--- config.mk ---
export PLATFORM = sky130hd
export DESIGN_NAME = multicycleControl
export DESIGN_NICKNAME = d
export VERILOG_FILES = /design/src/cpuCtrlPkg.sv /design/src/instrClassDecode.sv /design/src/stateSequencer.sv /design/src/controlWordDecode.sv /design/src/multicycleControl.sv
export SDC_FILE = /design/constraint.sdc
export NUM_CORES = 1
export LEC_CHECK = 0
export BUFFER_PORTS_ARGS = -buffer_cell sky130_fd_sc_hd__buf_2
export CORE_AREA = 2 2 54 56
export DETAILED_ROUTE_END_ITERATION = 16
export DIE_AREA = 0 0 56 58
export GPL_TIMING_DRIVEN = 0
export PLACE_DENSITY = 0.74
export SLEW_MARGIN = 20
export SYNTH_ARGS = -nofsm -noshare
export SYNTH_HDL_FRONTEND = slang
export SYNTH_HIERARCHICAL = 1
export SYNTH_SLANG_ARGS = --single-unit
--- constraint.sdc ---
create_clock -name CLK -period 1.2 [get_ports CLK]
set_input_delay 0 -clock CLK [delete_from_list [all_inputs] [get_ports CLK]]
set_output_delay 0 -clock CLK [all_outputs]
set_load 0.02 [all_outputs]
--- src/cpuCtrlPkg.sv ---
package cpuCtrlPkg;

   localparam int OpcodeWidth = 4;
   localparam int FunctWidth  = 4;

   // Instruction phases
   typedef enum logic [4:0] {
      Fetch      = 5'd0,
      Decode     = 5'd1,
      AExec      = 5'd2,
      CExec      = 5'd3,
      MemAddr    = 5'd4,
      BeqExec    = 5'd5,
      BneExec    = 5'd6,
      JumpExec   = 5'd7,
      JrExec     = 5'd8,
      JalExec    = 5'd9,
      LuiExec    = 5'd10,
      AWrite     = 5'd11,
      CWrite     = 5'd12,
      LoadRead   = 5'd13,
      StoreWrite = 5'd14,
      JalWrite   = 5'd15,
      LoadWrite  = 5'd16,
      Move       = 5'd17,
      Clear      = 5'd18,
      MemToLcd   = 5'd19,
      LcdShow    = 5'd20
   } stateT;

   typedef enum logic [3:0] {
      ClassA,
      ClassC,
      ClassLoad,
      ClassStore,
      ClassLui,
      ClassBeq,
      ClassBne,
      ClassJal,
      ClassJump,
      ClassJr,
      ClassMove,
      ClassClear,
      ClassMemLcd,
      ClassLcd,
      ClassNone
   } instrClassT;

   typedef enum logic [2:0] {
      AluAnd = 3'd0,
      AluOr  = 3'd1,
      AluAdd = 3'd2,
      AluSub = 3'd6,
      AluSlt = 3'd7
   } aluOpT;

   typedef enum logic [2:0] {
      PcAluOut     = 3'd0,
      PcAluResult  = 3'd1,
      PcBranch     = 3'd2,
      PcEpcVector  = 3'd3,
      PcClear      = 3'd4,
      PcJumpTarget = 3'd5
   } pcSrcT;

   typedef enum logic [1:0] {AddrPc = 2'd0, AddrAlu = 2'd1, AddrLcd = 2'd2} addrSrcT;

   typedef enum logic [1:0] {DstRt = 2'd0, DstLoad = 2'd1, DstRd = 2'd2, DstLink = 2'd3} regDstT;

   // Move source sits apart from the datapath results
   typedef enum logic [2:0] {
      DataAlu    = 3'd0,
      DataMem    = 3'd1,
      DataAluOut = 3'd2,
      DataMove   = 3'd4
   } regDataT;

   typedef enum logic [1:0] {BReg = 2'd0, BFour = 2'd1, BImm = 2'd2, BLink = 2'd3} aluBSrcT;

endpackage

--- src/instrClassDecode.sv ---
`timescale 1ns/1ps

module instrClassDecode (
   input  logic [cpuCtrlPkg::OpcodeWidth-1:0] Opcode,
   input  logic [cpuCtrlPkg::FunctWidth-1:0]  Functioncode,
   output cpuCtrlPkg::instrClassT             Class,
   output cpuCtrlPkg::aluOpT                  ExecAluOp
);
   import cpuCtrlPkg::*;

   always_comb
   begin
      case (Opcode)
         4'd0, 4'd1, 4'd2, 4'd3, 4'd7: Class = ClassA;
         4'd4, 4'd6:                   Class = ClassC;
         4'd5:
         begin
            // System functions
            case (Functioncode)
               4'd0:    Class = ClassMove;
               4'd1:    Class = ClassClear;
               4'd2:    Class = ClassMemLcd;
               4'd3:    Class = ClassLcd;
               default: Class = ClassNone;
            endcase
         end
         4'd8:    Class = ClassLoad;
         4'd9:    Class = ClassStore;
         4'd10:   Class = ClassLui;
         4'd11:   Class = ClassBeq;
         4'd12:   Class = ClassBne;
         4'd13:   Class = ClassJal;
         4'd14:   Class = ClassJump;
         default: Class = ClassJr;     // Opcode 15
      endcase
   end

   // ALU op used by AExec and CExec
   always_comb
   begin
      case (Opcode)
         4'd0:    ExecAluOp = AluAdd;
         4'd1:    ExecAluOp = AluSub;
         4'd2:    ExecAluOp = AluAnd;
         4'd3:    ExecAluOp = AluOr;
         4'd4:    ExecAluOp = AluAdd;   // addi
         4'd6:    ExecAluOp = AluOr;    // ori
         4'd7:    ExecAluOp = AluSlt;
         default: ExecAluOp = AluAnd;
      endcase
   end

endmodule

--- src/stateSequencer.sv ---
`timescale 1ns/1ps

module stateSequencer (
   input  logic                   CLK,
   input  logic                   Reset,
   input  cpuCtrlPkg::instrClassT Class,
   output cpuCtrlPkg::stateT      State
);
   import cpuCtrlPkg::*;

   stateT nextState;

   always_ff @(posedge CLK or posedge Reset)
   begin
      if (Reset)
      begin
         State <= Fetch;
      end
      else
      begin
         State <= nextState;
      end
   end

   always_comb
   begin
      nextState = Fetch;   // Final phases fall back here
      case (State)
         Fetch: nextState = Decode;
         Decode:
         begin
            case (Class)
               ClassA:               nextState = AExec;
               ClassC:               nextState = CExec;
               ClassLoad, ClassStore: nextState = MemAddr;
               ClassLui:             nextState = LuiExec;
               ClassBeq:             nextState = BeqExec;
               ClassBne:             nextState = BneExec;
               ClassJal:             nextState = JalExec;
               ClassJump:            nextState = JumpExec;
               ClassJr:              nextState = JrExec;
               ClassMove:            nextState = Move;
               ClassClear:           nextState = Clear;
               ClassMemLcd:          nextState = MemToLcd;
               ClassLcd:             nextState = LcdShow;
               default:              nextState = Fetch;   // Unused system function
            endcase
         end
         MemAddr:
         begin
            if (Class == ClassStore)
            begin
               nextState = StoreWrite;
            end
            else
            begin
               nextState = LoadRead;
            end
         end
         AExec:    nextState = AWrite;
         CExec:    nextState = CWrite;
         LoadRead: nextState = LoadWrite;
         JalExec:  nextState = JalWrite;
         default:  nextState = Fetch;
      endcase
   end

endmodule

--- src/controlWordDecode.sv ---
`timescale 1ns/1ps

module controlWordDecode (
   input  cpuCtrlPkg::stateT   State,
   input  cpuCtrlPkg::aluOpT   ExecAluOp,
   input  logic                InterruptIn,
   input  logic                InterruptHandler,
   output cpuCtrlPkg::aluOpT   ALUOp,
   output logic                PCWriteBeq,
   output logic                PCWriteBne,
   output logic                PCWrite,
   output cpuCtrlPkg::addrSrcT IorD,
   output logic                IRegWrite,
   output cpuCtrlPkg::regDstT  WriteAddr,
   output cpuCtrlPkg::regDataT WriteData,
   output logic                SignExt,
   output logic                GRegWrite,
   output logic                ALUSrcA,
   output cpuCtrlPkg::aluBSrcT ALUSrcB,
   output cpuCtrlPkg::pcSrcT   PCData,
   output logic                MemRead,
   output logic                MemWrite,
   output logic [1:0]          MemWriteData,
   output logic                EPCWrite,
   output logic                CLR,
   output logic                LCDWrite
);
   import cpuCtrlPkg::*;

   always_comb
   begin
      // Everything inactive unless the phase says otherwise
      ALUOp        = AluAnd;
      PCWriteBeq   = 1'b0;
      PCWriteBne   = 1'b0;
      PCWrite      = 1'b0;
      IorD         = AddrPc;
      IRegWrite    = 1'b0;
      WriteAddr    = DstRt;
      WriteData    = DataAlu;
      SignExt      = 1'b0;
      GRegWrite    = 1'b0;
      ALUSrcA      = 1'b0;
      ALUSrcB      = BReg;
      PCData       = PcAluOut;
      MemRead      = 1'b0;
      MemWrite     = 1'b0;
      MemWriteData = 2'd0;
      EPCWrite     = 1'b0;
      CLR          = 1'b0;
      LCDWrite     = 1'b0;

      case (State)
         Fetch:
         begin
            ALUOp     = AluAdd;   // PC + 4
            ALUSrcB   = BFour;
            PCWrite   = 1'b1;
            IRegWrite = 1'b1;
            MemRead   = 1'b1;
            // Take the interrupt only when not already in the handler
            if (InterruptIn && !InterruptHandler)
            begin
               EPCWrite = 1'b1;
               PCData   = PcEpcVector;
            end
            else
            begin
               PCData = PcAluResult;
            end
         end
         Decode:
         begin
            ALUOp   = AluAdd;   // Branch target
            SignExt = 1'b1;
            ALUSrcB = BImm;
         end
         AExec:
         begin
            ALUOp   = ExecAluOp;
            ALUSrcA = 1'b1;
         end
         CExec:
         begin
            ALUOp   = ExecAluOp;
            ALUSrcA = 1'b1;
            ALUSrcB = BImm;
         end
         MemAddr:
         begin
            ALUOp   = AluAdd;
            SignExt = 1'b1;
            ALUSrcA = 1'b1;
            ALUSrcB = BImm;
         end
         BeqExec, BneExec:
         begin
            ALUOp      = AluSub;   // Compare by subtraction
            ALUSrcA    = 1'b1;
            PCData     = PcBranch;
            PCWriteBeq = (State == BeqExec);
            PCWriteBne = (State == BneExec);
         end
         JumpExec:
         begin
            PCWrite = 1'b1;
            PCData  = PcJumpTarget;
         end
         JrExec:  PCWrite = 1'b1;   // PC from the register operand
         JalExec:
         begin
            ALUOp   = AluAdd;   // Return address
            ALUSrcB = BLink;
         end
         LuiExec: GRegWrite = 1'b1;
         AWrite:
         begin
            WriteAddr = DstRd;
            WriteData = DataAluOut;
            GRegWrite = 1'b1;
         end
         CWrite:
         begin
            WriteData = DataAluOut;
            GRegWrite = 1'b1;
         end
         LoadRead:
         begin
            IorD    = AddrAlu;
            MemRead = 1'b1;
         end
         StoreWrite:
         begin
            IorD      = AddrAlu;
            WriteData = DataMem;
            MemWrite  = 1'b1;
         end
         JalWrite:
         begin
            PCWrite   = 1'b1;
            PCData    = PcJumpTarget;
            WriteAddr = DstLink;
            WriteData = DataAluOut;
            GRegWrite = 1'b1;
         end
         LoadWrite:
         begin
            WriteAddr = DstLoad;
            WriteData = DataMem;
            GRegWrite = 1'b1;
         end
         Move:
         begin
            WriteData = DataMove;
            GRegWrite = 1'b1;
         end
         Clear:
         begin
            PCWrite = 1'b1;
            PCData  = PcClear;
            CLR     = 1'b1;
         end
         MemToLcd:
         begin
            IorD         = AddrLcd;
            MemWrite     = 1'b1;
            MemWriteData = 2'd1;   // Display buffer data
         end
         LcdShow:
         begin
            IorD     = AddrLcd;
            MemRead  = 1'b1;
            LCDWrite = 1'b1;
         end
         default: ;
      endcase
   end

endmodule

--- src/multicycleControl.sv ---
`timescale 1ns/1ps

module multicycleControl (
   input  logic                               CLK,
   input  logic                               Reset,
   input  logic [cpuCtrlPkg::OpcodeWidth-1:0] Opcode,
   input  logic [cpuCtrlPkg::FunctWidth-1:0]  Functioncode,
   input  logic                               InterruptIn,
   input  logic                               InterruptHandler,
   output cpuCtrlPkg::aluOpT                  ALUOp,
   output logic                               PCWriteBeq,
   output logic                               PCWriteBne,
   output logic                               PCWrite,
   output cpuCtrlPkg::addrSrcT                IorD,
   output logic                               IRegWrite,
   output cpuCtrlPkg::regDstT                 WriteAddr,
   output cpuCtrlPkg::regDataT                WriteData,
   output logic                               SignExt,
   output logic                               GRegWrite,
   output logic                               ALUSrcA,
   output cpuCtrlPkg::aluBSrcT                ALUSrcB,
   output cpuCtrlPkg::pcSrcT                  PCData,
   output logic                               MemRead,
   output logic                               MemWrite,
   output logic [1:0]                         MemWriteData,
   output logic                               EPCWrite,
   output logic                               CLR,
   output logic                               LCDWrite,
   output cpuCtrlPkg::stateT                  State
);
   import cpuCtrlPkg::*;

   instrClassT instrClass;
   aluOpT      execAluOp;

   instrClassDecode i_classDecode (
      .Opcode       (Opcode),
      .Functioncode (Functioncode),
      .Class        (instrClass),
      .ExecAluOp    (execAluOp)
   );

   stateSequencer i_sequencer (
      .CLK   (CLK),
      .Reset (Reset),
      .Class (instrClass),
      .State (State)
   );

   controlWordDecode i_wordDecode (
      .State            (State),
      .ExecAluOp        (execAluOp),
      .InterruptIn      (InterruptIn),
      .InterruptHandler (InterruptHandler),
      .ALUOp            (ALUOp),
      .PCWriteBeq       (PCWriteBeq),
      .PCWriteBne       (PCWriteBne),
      .PCWrite          (PCWrite),
      .IorD             (IorD),
      .IRegWrite        (IRegWrite),
      .WriteAddr        (WriteAddr),
      .WriteData        (WriteData),
      .SignExt          (SignExt),
      .GRegWrite        (GRegWrite),
      .ALUSrcA          (ALUSrcA),
      .ALUSrcB          (ALUSrcB),
      .PCData           (PCData),
      .MemRead          (MemRead),
      .MemWrite         (MemWrite),
      .MemWriteData     (MemWriteData),
      .EPCWrite         (EPCWrite),
      .CLR              (CLR),
      .LCDWrite         (LCDWrite)
   );

endmodule

==> results summary, run 1 <==
The post-synthesis instance total came out at 158. After the last repair the worst path ends at a primary output. Summing all placed instances gives a cell area of 1722 um^2. The largest buffer count on any clock path is 2. After Yosys synthesis, and, or, nand and nor cells account for 38.98% of the synthesized area. The I/O pin count is 46. The fraction of synthesized cell area in xor and xnor cells came out at 4.746%.

The starting density of the core is 41.59%. Summing the areas of all compound-gate instances in the mapped netlist gives 28.36% of the synthesized area. The post-synthesis sequential element count came out at 5. The count of synthesis-stage warnings from yosys is 6.

The run stopped with a tool error. The die width is 56 um. The detailed placer's ending HPWL came out at 2733 um. The post-synthesis mux area share is 2.712%. The first error in the log reads "[ERROR DPL-0038] Utilization greater than 100%, impossible to legalize".

CTS built an H-tree with a depth of 1. The post-synthesis adder-cell area fraction came out at between 3 and 4%. The number of library cell types mapped by synthesis came out at 58.

The netlist area before placement came out at 1107 um^2. The endpoint with the least setup slack after the last repair is MemWrite. The biggest area contributor in the post-synthesis netlist is dfrtp_1. Yosys mapped a number of flops with a built-in enable equal to 0.

The flow halted during 5_1_grt. The TritonCTS buffer count came out at 3. A synthesized cell averages 7.008 um^2. In the synthesized netlist the dominant register cell turns out to be dfrtp_1.

The tree is rooted in a clkbuf_4. The maximum number of pins on one net before global-route repair came out at 11. The clock sink count came out at 5. The post-synthesis net count is 173.

The number of placement rows is 19. After synthesis, the largest family of logic cells by area is simple AND/OR/NAND/NOR gates. The weighted congestion at the end of routability-driven global placement is ~0.80. The die boundary height came out at 58 um. Sequential cells were found to cover 11.30% of the synthesized design area.

The async set or reset register ratio after synthesis is 100.0%. The total of buffers placed on input and output ports came out at 43. The top cell type by area accounts for 11.30% of the synthesized area. Yosys attributes the largest share of cell area to dfrtp_1 (11%), nor2_1 (5.1%), a21oi_1 (5.0%), buf_2 (4.5%), nand2b_1 (4.5%).
[cells in the mapped netlist, drive strengths merged (4+ instances only)]
cell	instances
nand2b	8
nor2	17
nor3b	4
nand2	12
buf	12
a21oi	11
clkbuf	4
dfrtp	5
inv	7
nor3	8
nor2b	5
[through the flow]
step                std cells  setup WS [ps]  setup TNS, ps  hold WS, ps
floorplan                 158         -498.7          -3725       -221.8
global placement          232         -784.8          -7049       -111.2
detailed placement        232         -837.9          -7613       -100.2
CTS                       254         -359.3          -9167        194.8
[cells by family after synthesis]
family | Yosys count
AO/OA/AOI/OAI | 41
flip-flops | 5
buffers and inverters | 23
adder cells (fa/ha/maj) | 3
other | 1
XOR/XNOR | 6
multiplexers | 3
AND/OR/NAND/NOR | 76
[what timing repair did]
item / 4_1_cts
setup endpoints to repair: 33
cloned: 0
pin swaps: 10
resized for setup: 76
hold buffers: 1
buffers inserted: 19
endpoints found under the hold margin: 5
==> run 2, diff against run 1 <==
- CORE_AREA: 2 2 54 56 -> 2 2 63 65
- DIE_AREA: 0 0 56 58 -> 0 0 65 67
- PLACE_DENSITY: 0.74 -> unset
- PLACE_DENSITY_LB_ADDON: unset -> 0.15
- clock period: 1.2 -> 1.6 ns (I/O delays scaled with it)
==> results summary, run 2 <==
The fmax came out at between 0.6 and 0.7 GHz. Largest cells by area after synthesis: dfrtp_1 (11%), nor2_1 (5.1%), a21oi_1 (5.0%), buf_2 (4.5%), nand2b_1 (4.5%) (unchanged). The total of buffers placed on input and output ports was 43 (unchanged).

The post-synthesis net count is 173 (unchanged). STA puts the critical path data required time at 1600 ps. The library cells used most frequently in the layout, excluding fill and tap cells, are buf_2 (38), buf_4 (16), nor2_1 (14). The residual overflow from global routing came out at 0. The relative area change from synthesis to final layout is 51.86%. Setup repair after global routing could not meet its margin everywhere.

The total power after layout is around 2.7 mW. The setup clock skew after layout came out at 3.978 ps. At the end of the flow, the number of nets in the layout was roughly 230. The initial detailed-routing violation count is 55. The sequential element share of the synthesized area came out at 11.30% (unchanged). The post-route antenna net violation count came out at 0. The level count of the clock H-tree was 1 (unchanged). The I/O pin count came to 46 (unchanged). The slowest stage of the critical path is the dfrtp_2 cell. The max-slew violation count is 0. The clock-pin slew reported for the worst setup and hold paths after clock tree synthesis came out at 40 ps. The register with the most flip-flops in the layout has 5 of them.

The category of the worst setup path launch point is a register. Setup violations remaining at the end of the flow were counted as 0. The post-synthesis sequential element count came out at 5 (unchanged). The count of buffering cells on the critical path with inverters included came out at 2. The number of standard cells in the layout, taps in and fillers out came out at 261. The highest fanout seen on the critical path came out at 8. The number of enable-type register cells in the synthesized netlist came out at 0 (unchanged). Most frequent cells after synthesis: nor2_1 (15), nand2_1 (12), a21oi_1 (11) (unchanged). The share of Yosys cell area claimed by the top area cell type came out at 11.30% (unchanged). TritonCTS built the clock tree. The arrival time of data at the critical path endpoint came out at 1590 ps. Counting flops per register, the top entry is i_sequencer/State. The mean post-synth cell area is 7.008 um^2 (unchanged). The root buffer cell is clkbuf_8 (was clkbuf_4).

The area of the core is 3606 um^2. The via-per-instance ratio is 5.222. The routed via count is roughly 1400. The number of detailed-routing iterations run before antenna repair came out at 4. The clock sink count is 5 (unchanged). Walking the worst path, the cells encountered are or3b_1 > buf_6 > o32ai_2 > buf_4. The detailed placer's ending HPWL is 2624 um (was 2733 um).

In the final layout, the registers with the most flip-flops are i_sequencer/State (5). The die boundary height is 67 um (was 58 um). The commonest register cell after synthesis is dfrtp_1 (unchanged). In this design, the largest share of critical-path delay is due to flip-flops. The count of synthesis-stage warnings from yosys is 6 (unchanged).

The number of library cell types mapped by synthesis came out at 58 (unchanged). The count of placed standard cells including taps came out at 249 (was 232). The post-detailed-route wirelength per cell came out at 13.25 um. The fraction of the cycle the final worst path needs is 99.40%. The netlist area before placement came out at 1107 um^2 (unchanged). In this run the register-to-register setup slack is 170 ps. The path class of the tightest hold or removal check is input port to asynchronous set/reset pin. The maximum number of pins on one net before global-route repair is 11.

The number of antenna violations at the first check in global routing is 0. The floorplan step defined a die boundary enclosing 4355 um^2. The final routed wirelength across all metal layers is 3457 um. The cell with the most instances after synthesis was nor2_1 (unchanged). The count of inserted antenna diode cells is 0. The all-layer global routing usage is 15.73%. The via count of the first global-routing pass came out at 1232. The post-layout minimum cycle time is 1590 ps.

The TritonCTS buffer count was 3 (unchanged). The worst hold-check slack came out at 217.8 ps. The library cell used most frequently in the layout, excluding fill and tap cells, is buf_2.

The number of placement rows is 22 (was 19). The fraction of layout cells with a size suffix above 1 is 48.83%. The largest incremental delay on the critical path is 440 ps. The clock insertion delay at the later pin of the skew report came out at around 220 ps. The peak supply drop came out at 582.1 uV. The hold violation count in the final report came out at 0.

The first global-routing pass estimated 5540 um of wire. The cell leakage power is 0.7642 nW. The weighted congestion at the end of routability-driven global placement is 0.8011 (was 0.7981).

The async set or reset register ratio after synthesis came out at 100.0% (unchanged). The remaining routing DRC violations came out at 0. The die width was 65 um (was 56 um). The post-synthesis instance total came to 158 (unchanged). The worst setup path is captured at an output pin. The most area-hungry cell type in the Yosys netlist is dfrtp_1 (unchanged).

The starting density of the core came out at 30.71% (was 41.59%). The max-capacitance violation count came out at 0. The largest buffer count on any clock path came out at 2 (unchanged).

Result of the run: finished clean (was aborted with a tool error). Power spread over the standard cell area amounts to 1626 nW/um^2. The setup path with the least slack is of type register to output pin.
-- run 2: logic make-up after synthesis --
logic type                 share of synthesized area [%]
and+or+nand+nor                                    38.98
AOI/OAI and AO/OA                                  28.36
buffers and inverters                              10.17
xor gates and xnor gates                           4.747
DFF                                                11.30
adders and majority gates                          3.390
muxes                                              2.712
other                                             0.3387
-- run 2: worst reg2reg max path: stages, from the launching register on --
cell and delay, ps:
dfrtp_2 440, buf_2 210, nor2_1 190, nand3_1 150, o32ai_1 190, a31o_1 170
-- run 2: path summary, 6_finish.rpt --
path                                 startpoint                    to  cells past startpoint
setup / recovery           i_sequencer/State[3]          WriteAddr[0]                      4
hold reg to reg            i_sequencer/State[4]  i_sequencer/State[4]                      2
min in group CLK                    InterruptIn              EPCWrite                      4
hold / removal                            Reset  i_sequencer/State[1]                      3
setup reg to reg           i_sequencer/State[3]  i_sequencer/State[0]                      5
max in group asynchronous                 Reset  i_sequencer/State[0]                      3
-- run 2: per-stage QoR --
stage,setup TNS (ps),utilization (%),area (um^2),setup slack [ps]
floorplan,-211.7,-,1179,-99.27
CTS,-6.593,44.41,1602,-6.593
detailed placement,-1474,40.32,1454,-453.0
global route,-170.1,46.63,1682,-59.64
global placement,-1345,40.32,1454,-385.2
finish,0,46.63,1682,9.567
-- run 2: what timing repair did --
action / CTS / global route
hold endpoints to repair: 5 / 0
pin swaps: 4 / 2
hold buffers: 1 / 0
resized for setup: 19 / 17
setup buffers: 5 / 3
endpoints found under the setup margin: 26 / 21
-- run 2: area by class of cell --
| type | instances | area, um^2 |
|---|---|---|
| Tap cell | 48 | 60.06 |
| Fill cell | 374 | 1924 |
| Buffer | 15 | 106.4 |
| Sequential cell | 5 | 131.4 |
| Inverter | 7 | 26.28 |
| Multi-Input combinational cell | 130 | 991.0 |
| Clock buffer | 4 | 45.04 |
| Timing Repair Buffer | 52 | 321.6 |
-- run 2: report_power, final --
part / switching [mW] / internal (mW) / total [mW]
Combinational: 1.36 / 0.880 / 2.24
Clock: 0.0626 / 0.171 / 0.234
Sequential: 0.0721 / 0.186 / 0.258
-- run 2: metal layers --
| metal | GRT usage (%) | vias to the layer above | share of wire [%] |
|---|---|---|---|
| met5 | 0 | - | 0 |
| met4 | 5.319 | 0 | 0.98 |
| li1 | - | 683 | - |
| met3 | 0.8446 | 2 | 3.8 |
| met1 | 18.64 | 641 | 44 |
| met2 | 29.90 | 37 | 51 |
Power figures use the tool's default switching activity.
